### config.mk
export PLATFORM = sky130hd
export DESIGN_NAME = cfgtag_net_top
export DESIGN_NICKNAME = d
export VERILOG_FILES = /design/src/cfgtag_pkg.sv /design/src/cfgtag_node.sv /design/src/credit_counter.sv /design/src/cfgtag_gateway.sv /design/src/net_rx_fifo.sv /design/src/cfgtag_net_top.sv
export SDC_FILE = /design/constraint.sdc
export NUM_CORES = 1
export LEC_CHECK = 0
export BUFFER_PORTS_ARGS = -buffer_cell sky130_fd_sc_hd__buf_4
export CAP_MARGIN = 0
export CORE_MARGIN = 1
export CORE_UTILIZATION = 55
export CTS_BUF_LIST = sky130_fd_sc_hd__clkbuf_4
export DETAILED_ROUTE_END_ITERATION = 8
export PLACE_DENSITY = 0.84
export SYNTH_ARGS = -nofsm -noshare
export SYNTH_HDL_FRONTEND = slang
export SYNTH_SLANG_ARGS = --single-unit
### constraint.sdc
create_clock -name clk -period 3.95 [get_ports clk]
set_clock_uncertainty 0.2 [all_clocks]
set_input_delay 0.395 -clock clk [delete_from_list [all_inputs] [get_ports clk]]
set_output_delay 0.395 -clock clk [all_outputs]
set_load 0.02 [all_outputs]
### src/cfgtag_pkg.sv
`default_nettype none

// shared widths, depths, reset values and types for the configuration-tag
// to network path
package cfgtag_pkg;

  // width of the sequence id carried at the head of every serial frame
  localparam int tag_id_width = 4;

  // payload width, also the width of one network word
  localparam int cfg_data_width = 32;

  // a serial frame is the id followed by the payload, MSB first
  localparam int frame_width = tag_id_width + cfg_data_width;

  // credits granted by the receiver, equal to its buffer depth
  localparam int net_credits = 4;

  // wide enough to hold every value from 0 up to net_credits
  localparam int credit_cnt_width = 3;

  // the node powers up holding this id and the gateway expects it,
  // so the two agree right after reset and the gateway locks at once
  localparam logic [tag_id_width-1:0] tag_id_reset = '1;

  // one assembled frame as held by the node
  typedef struct packed {
    logic [tag_id_width-1:0]   id;
    logic [cfg_data_width-1:0] data;
  } cfgtag_word_t;

  // gateway sync machine, sync_lost only leaves through reset
  typedef enum logic [1:0] {
    sync_wait,
    sync_locked,
    sync_lost
  } sync_state_e;

  // word handed to the network port, the id is stripped off
  typedef struct packed {
    logic [cfg_data_width-1:0] data;
  } net_flit_t;

endpackage

`default_nettype wire

### src/cfgtag_node.sv
`timescale 1ns/10ps
`default_nettype none

// serial configuration node
// bits arrive MSB first with the id in front, one bit per cfg_en_i strobe.
// once a full frame is in, it is copied to tag_word_o, which then stays
// put until the next frame completes
module cfgtag_node (
  input  logic                    clk,
  input  logic                    reset,
  input  logic                    cfg_bit_i,
  input  logic                    cfg_en_i,
  output cfgtag_pkg::cfgtag_word_t tag_word_o
);

  // counts bits already taken in the current frame, 0 to frame_width-1
  typedef logic [$clog2(cfgtag_pkg::frame_width)-1:0] bit_cnt_t;

  // the bit that completes a frame goes straight to the output register,
  // so the shift register only needs to keep the bits before it
  logic [cfgtag_pkg::frame_width-2:0] shift_r;
  bit_cnt_t                           bit_cnt_r;
  cfgtag_pkg::cfgtag_word_t           tag_word_r;
  logic                               frame_done;

  // high on the strobe that carries the last bit of a frame
  assign frame_done = cfg_en_i && (bit_cnt_r == bit_cnt_t'(cfgtag_pkg::frame_width - 1));

  // serial data path, its contents mean nothing until a frame is counted in
  always_ff @(posedge clk) begin
    if (cfg_en_i) begin
      shift_r <= {shift_r[cfgtag_pkg::frame_width-3:0], cfg_bit_i};
    end
  end

  // bit position within the frame
  always_ff @(posedge clk) begin
    if (reset) begin
      bit_cnt_r <= '0;
    end else if (frame_done) begin
      bit_cnt_r <= '0;
    end else if (cfg_en_i) begin
      bit_cnt_r <= bit_cnt_r + 1'b1;
    end
  end

  // held tagged word
  // it starts at the reset id with zero data so the gateway sees
  // its own expected id and locks without sending anything
  always_ff @(posedge clk) begin
    if (reset) begin
      tag_word_r.id   <= cfgtag_pkg::tag_id_reset;
      tag_word_r.data <= '0;
    end else if (frame_done) begin
      // id sits in the upper bits because it was shifted in first
      tag_word_r <= {shift_r, cfg_bit_i};
    end
  end

  // the gateway samples this level every cycle and relies on it staying
  // unchanged between frames to forward each word once only
  assign tag_word_o = tag_word_r;

endmodule

`default_nettype wire

### src/credit_counter.sv
`timescale 1ns/10ps
`default_nettype none

// tracks words sent to the receiver and not yet credited back
// up_i is the send pulse, down_i the credit pulse from the receiver
module credit_counter (
  input  logic clk,
  input  logic reset,
  input  logic up_i,
  input  logic down_i,
  output logic credit_avail_o
);

  logic [cfgtag_pkg::credit_cnt_width-1:0] count_r;

  // a send and a credit in the same cycle cancel out
  always_ff @(posedge clk) begin
    if (reset) begin
      count_r <= '0;
    end else if (up_i && !down_i) begin
      count_r <= count_r + 1'b1;
    end else if (down_i && !up_i) begin
      count_r <= count_r - 1'b1;
    end
  end

  // only the level leaves this block, the gateway never sees the count
  assign credit_avail_o =
    count_r < (cfgtag_pkg::credit_cnt_width)'(cfgtag_pkg::net_credits);

  // the gateway must hold back once every credit is used
  no_overflow_a: assert property (@(posedge clk) disable iff (reset)
    !(up_i && !down_i && count_r == (cfgtag_pkg::credit_cnt_width)'(cfgtag_pkg::net_credits)));

  // the receiver returns a credit only for a word it actually held
  no_underflow_a: assert property (@(posedge clk) disable iff (reset)
    !(down_i && !up_i && count_r == '0));

endmodule

`default_nettype wire

### src/cfgtag_gateway.sv
`timescale 1ns/10ps
`default_nettype none

// forwards each new tagged word to the network exactly once
// a word counts as new when its id is one past the last id sent.
// the node holds its word as a level, so the same word is seen
// on many cycles and only the id step tells old from new
module cfgtag_gateway (
  input  logic                     clk,
  input  logic                     reset,
  input  cfgtag_pkg::cfgtag_word_t tag_word_i,
  input  logic                     credit_avail_i,
  output logic                     net_valid_o,
  output cfgtag_pkg::net_flit_t    net_flit_o,
  output logic                     sync_lost_o
);

  // id of the last word sent, or the reset id before anything went out
  logic [cfgtag_pkg::tag_id_width-1:0] exp_id_r;
  logic [cfgtag_pkg::tag_id_width-1:0] exp_id_n;
  logic [cfgtag_pkg::tag_id_width-1:0] next_id;
  cfgtag_pkg::sync_state_e             sync_r;
  cfgtag_pkg::sync_state_e             sync_n;
  logic                                new_word;
  logic                                same_word;

  // the id field wraps modulo 16 on its own
  assign next_id = exp_id_r + 1'b1;

  assign same_word = (tag_word_i.id == exp_id_r);

  // a fresh word is waiting, whether or not a credit exists yet
  assign new_word = (sync_r == cfgtag_pkg::sync_locked) && (tag_word_i.id == next_id);

  // without a credit the word just waits in the node
  assign net_valid_o = new_word && credit_avail_i;

  // payload goes straight through, the id stays behind
  assign net_flit_o.data = tag_word_i.data;

  // the expected id only moves when a word really left,
  // so a stalled word is still recognised as new later on
  assign exp_id_n = net_valid_o ? next_id : exp_id_r;

  // sync machine
  always_comb begin
    sync_n = sync_r;
    unique case (sync_r)
      cfgtag_pkg::sync_wait: begin
        // right after reset node and gateway hold the same id
        if (same_word) begin
          sync_n = cfgtag_pkg::sync_locked;
        end
      end
      cfgtag_pkg::sync_locked: begin
        // anything but the old word or its successor means a frame was
        // lost or overwritten, and there is no safe way to resume
        if (!(same_word || new_word)) begin
          sync_n = cfgtag_pkg::sync_lost;
        end
      end
      default: begin
        // sync_lost holds until reset
        sync_n = sync_r;
      end
    endcase
  end

  always_ff @(posedge clk) begin
    if (reset) begin
      exp_id_r <= cfgtag_pkg::tag_id_reset;
      sync_r   <= cfgtag_pkg::sync_wait;
    end else begin
      exp_id_r <= exp_id_n;
      sync_r   <= sync_n;
    end
  end

  assign sync_lost_o = (sync_r == cfgtag_pkg::sync_lost);

  // a held word leaves once only, while the node keeps the same word
  // the cycle after a send nothing may go out again
  once_only_a: assert property (@(posedge clk) disable iff (reset)
    net_valid_o |=> !(net_valid_o && $stable(tag_word_i)));

endmodule

`default_nettype wire

### src/net_rx_fifo.sv
`timescale 1ns/10ps
`default_nettype none

// network side receive buffer
// holds up to net_credits words, shows the head word combinationally
// and returns one credit pulse, a cycle late, for every word popped
module net_rx_fifo (
  input  logic                                clk,
  input  logic                                reset,
  input  logic                                wr_i,
  input  cfgtag_pkg::net_flit_t               wr_flit_i,
  input  logic                                pop_i,
  output logic                                credit_o,
  output logic                                rd_valid_o,
  output logic [cfgtag_pkg::cfg_data_width-1:0] rd_data_o
);

  // depth is a power of two, so the pointers wrap by themselves
  typedef logic [$clog2(cfgtag_pkg::net_credits)-1:0] ptr_t;

  cfgtag_pkg::net_flit_t                   mem [cfgtag_pkg::net_credits];
  ptr_t                                    wr_ptr_r;
  ptr_t                                    rd_ptr_r;
  logic [cfgtag_pkg::credit_cnt_width-1:0] count_r;
  logic                                    not_empty;
  logic                                    do_pop;

  assign not_empty = (count_r != '0);

  // a pop on an empty buffer is dropped and earns no credit
  assign do_pop = pop_i && not_empty;

  // storage
  always_ff @(posedge clk) begin
    if (wr_i) begin
      mem[wr_ptr_r] <= wr_flit_i;
    end
  end

  // pointers and occupancy, write and pop may share a cycle
  always_ff @(posedge clk) begin
    if (reset) begin
      wr_ptr_r <= '0;
      rd_ptr_r <= '0;
      count_r  <= '0;
    end else begin
      if (wr_i) begin
        wr_ptr_r <= wr_ptr_r + 1'b1;
      end
      if (do_pop) begin
        rd_ptr_r <= rd_ptr_r + 1'b1;
      end
      if (wr_i && !do_pop) begin
        count_r <= count_r + 1'b1;
      end else if (do_pop && !wr_i) begin
        count_r <= count_r - 1'b1;
      end
    end
  end

  // credit goes back to the sender the cycle after the pop
  always_ff @(posedge clk) begin
    if (reset) begin
      credit_o <= 1'b0;
    end else begin
      credit_o <= do_pop;
    end
  end

  assign rd_valid_o = not_empty;
  assign rd_data_o  = mem[rd_ptr_r].data;

  // the credit loop must keep the sender from writing into a full buffer
  no_write_full_a: assert property (@(posedge clk) disable iff (reset)
    !(wr_i && count_r == (cfgtag_pkg::credit_cnt_width)'(cfgtag_pkg::net_credits)));

endmodule

`default_nettype wire

### src/cfgtag_net_top.sv
`timescale 1ns/10ps
`default_nettype none

// serial configuration chain to network port
// node -> gateway -> receive buffer, with the credit counter closing
// the loop from the buffer back to the gateway
module cfgtag_net_top (
  input  logic        clk,
  input  logic        reset,
  input  logic        cfg_bit_i,
  input  logic        cfg_en_i,
  input  logic        rx_pop_i,
  output logic        rx_valid_o,
  output logic [31:0] rx_data_o,
  output logic        sync_lost_o
);

  cfgtag_pkg::cfgtag_word_t tag_word;
  cfgtag_pkg::net_flit_t    net_flit;
  logic                     net_valid;
  logic                     credit;
  logic                     credit_avail;

  cfgtag_node node_i (
    .clk        (clk),
    .reset      (reset),
    .cfg_bit_i  (cfg_bit_i),
    .cfg_en_i   (cfg_en_i),
    .tag_word_o (tag_word)
  );

  cfgtag_gateway gateway_i (
    .clk            (clk),
    .reset          (reset),
    .tag_word_i     (tag_word),
    .credit_avail_i (credit_avail),
    .net_valid_o    (net_valid),
    .net_flit_o     (net_flit),
    .sync_lost_o    (sync_lost_o)
  );

  // sends count up, returned credits count down
  credit_counter credit_i (
    .clk            (clk),
    .reset          (reset),
    .up_i           (net_valid),
    .down_i         (credit),
    .credit_avail_o (credit_avail)
  );

  net_rx_fifo rx_fifo_i (
    .clk        (clk),
    .reset      (reset),
    .wr_i       (net_valid),
    .wr_flit_i  (net_flit),
    .pop_i      (rx_pop_i),
    .credit_o   (credit),
    .rd_valid_o (rx_valid_o),
    .rd_data_o  (rx_data_o)
  );

endmodule

`default_nettype wire

==> impl_results.md <==
* Drc violations at 0
* Register area share after synthesis at 75.15%
* Worst Path Arrival at 3400 ps
* Setup crit start: gateway_i.exp_id_r[0]$_SDFFE_PP1P_
* CTS tree: built
* Total grt overflow at 0
* Net count after synthesis at 505
* Most frequent cells in the layout: 163 x edfxtp_1, 77 x nand2_1, 75 x clkbuf_4
* Drt total wl at 14.00 mm
* CP endpoint kind: flip-flop
* Post-placement cell area at 8656 um2
* First-pass DRT Iterations at 5
* Total GRT Usage at 19.01%
* Final Max Tran Viols at 0
* Max-slew headroom at 37.01%
* Syn. warnings at 0
* Setup violations, final at 0
* Ant diodes at 0
* P_leak at 2.826 nW
* # fillers at 948
* Starting DRT DRC Count at 375
* First-pass GRT wire length at 21.98 mm
* Register Area at 6118 um2
* Crit share post-route at 78.38%
* Count of input and output buffers at 38
* Die Width at 123.6 um
* Io pins at 39
* Max-cap violations at 0
* H-tree depth at 2
* CP Launch Type: flip-flop
* Vias/cell at 5.422
* Final min period at 3096 ps
* Layout cells sized above 1 at 27.24%
* Mapped Area at 8138 um2
* Synth area leader: edfxtp_1
* Pre-CTS WS at 894.0 ps
* Flop-to-flop setup slack at 850 ps
* Fin cells at 797
* R2r startpoint: gateway_i.exp_id_r[0]$_SDFFE_PP1P_
* Fin nets at 586
* Worst r2r path cells at 10
* Final instance area at 9353 um2
* Clock latency on the worst-skew pair at 600 ps
* Commonest non-fill, non-tap cell in the layout: edfxtp_1
* Clock sink count at 224
* Max clock buf depth at 3
* Unrepaired setup endpoints after global routing: no
* Hpwl dp at 8.040 mm
* Full die area at 15290 um2
* Hold Startpoint: cfg_en_i
* Total CTS buffers at 52
* Via count at 4321
* Per-cell routed wire length at 17.56 um
* Clk slew on worst S/H paths at 80 ps
* Synth top area share at 60.15%
* Root Buffer: clkbuf_4
* Synth Instances at 490
* Setup TNS at 0 ps
* VDD IR max at 0.2657 mV
* Worst setup path endpoint: credit_i.count_r[2]$_SDFFE_PP0P_
* FP Rows at 44
* Final Hold Fails at 0
* Area occupied by multi-input gates at 1919 um2
* Synth-to-layout area growth at 14.93%
* Pin count of the biggest net entering global routing at 67
* Post-route antenna net violation count at 0
* Vias in the first global route at 4588
* Outcome: finished clean
* Cell Pwr Density at 511.8 nW/um2
* Placer Congestion at 0.7530
* Syn Area/Cell at 16.61 um2
* Synth unique cells at 34
* Post-CTS setup buffer count at 0
* Synth top area cells: edfxtp_1 60%, dfxtp_1 15%, mux4_2 8.9%
* FMAX at 323.0 MHz
* Worst hold slack at 121.3 ps
* Reg2reg end: credit_i.count_r[2]$_SDFFE_PP0P_
* PnR worst setup slack at 853.8 ps
* Initial Util at 56.20%
* Worst Path Class, Setup: flip-flop to flip-flop
* Die H at 123.6 um
* Tightest Hold Check Type: input port to flip-flop
* Core Footprint at 14480 um2
* Synth Register Bits at 224
* Worst Path Required at 4250 ps
* Critical path fanouts, max at 5
* Antenna violations before repair at 0
* Dpl cells at 699
* Worst Max-Slew Pin Slew at 937.0 ps
==> worst max-delay path: stages (launching register included) <==
cell     delay, ps
dfxtp_1        410
ha_1           290
xnor2_1        210
nand4_2        210
nor4_4         360
ha_1           260
inv_1           70
fa_1           380
xor2_1         160
or3_1          320
a21oi_1        150
==> flip-flops by register name, summed over array words and instances, names as in the netlist, named ones only <==
name / flops
node_i.shift_r: 35
gateway_i.sync_r: 2
node_i.bit_cnt_r: 6
credit_i.count_r: 3
rx_fifo_i.mem: 128
node_i.tag_word_o: 36
gateway_i.exp_id_r: 4
rx_fifo_i.count_r: 3
rx_fifo_i.wr_ptr_r: 2
rx_fifo_i.credit_o: 1
rx_fifo_i.rd_ptr_r: 2
==> worst min-delay path by stage <==
stage                     cells past startpoint                           end
after floorplan                               0  node_i.shift_r[10]$_DFFE_PP_
after global placement                        0   node_i.shift_r[4]$_DFFE_PP_
after detailed placement                      0   node_i.shift_r[3]$_DFFE_PP_
after CTS                                     1   node_i.shift_r[1]$_DFFE_PP_
after global routing                          1   node_i.shift_r[6]$_DFFE_PP_
final                                         1   node_i.shift_r[2]$_DFFE_PP_
==> through the flow <==
step / utilization (%) / power [mW]
2_1_floorplan: - / 2.957
3_3_place_gp: 59.78 / 3.037
3_5_place_dp: 59.78 / 3.055
4_1_cts: 64.60 / 4.842
5_1_grt: 64.60 / 4.993
6_report: 64.60 / 4.787
==> cell families after synthesis <==
logic type,synth area share (%)
buf+inv,1.337
compound gates,2.506
flops,75.15
mux,9.902
simple gates,7.442
xor+xnor,1.937
fa+ha+maj,1.722
==> metal layers <==
| metal | routed length (um) | global-route usage, % |
|---|---|---|
| met3 | 747 | 3.755 |
| met5 | 0 | 0 |
| met2 | 7328 | 32.67 |
| met1 | 5704 | 23.80 |
| met4 | 216 | 7.304 |
==> synthesized netlist by cell type, drive strengths merged <==
master   count
inv          6
fa           2
nor4         4
nand3        2
xor2        14
nor3b        1
nand2       77
nand2b       3
nor4b        1
mux2i        7
nor2        18
xnor2        4
nor3         5
mux2         1
a21oi       34
nand4        3
ha           8
a31oi        1
o21ai        2
dfxtp       61
or4          1
buf          4
nor2b        2
or3          5
o31a         1
o2bb2ai      1
nand3b       5
clkbuf      18
and2         4
mux4        32
edfxtp     163
==> timing repair <==
item / 4_1_cts / 5_1_grt
endpoints found under the hold margin: 3 / 0
resized for setup: 0 / 0
hold buffers: 2 / 0
==> report_power, final <==
part	internal, mW	total, mW	switching, mW
Combinational	0.176	0.381	0.205
Clock	0.948	1.79	0.839
Sequential	2.56	2.62	0.0583
==> area by class of cell <==
cell class / count / share of cell area (%)
timing repair buffer: 49 / 4.120
tap: 184 / 2.462
clock inverter: 21 / 1.217
multi-input combinational: 238 / 20.52
inverter: 6 / 0.2408
clock buffer: 75 / 6.020
sequential: 224 / 65.42
No activity file was read; power rests on OpenSTA's default activity.
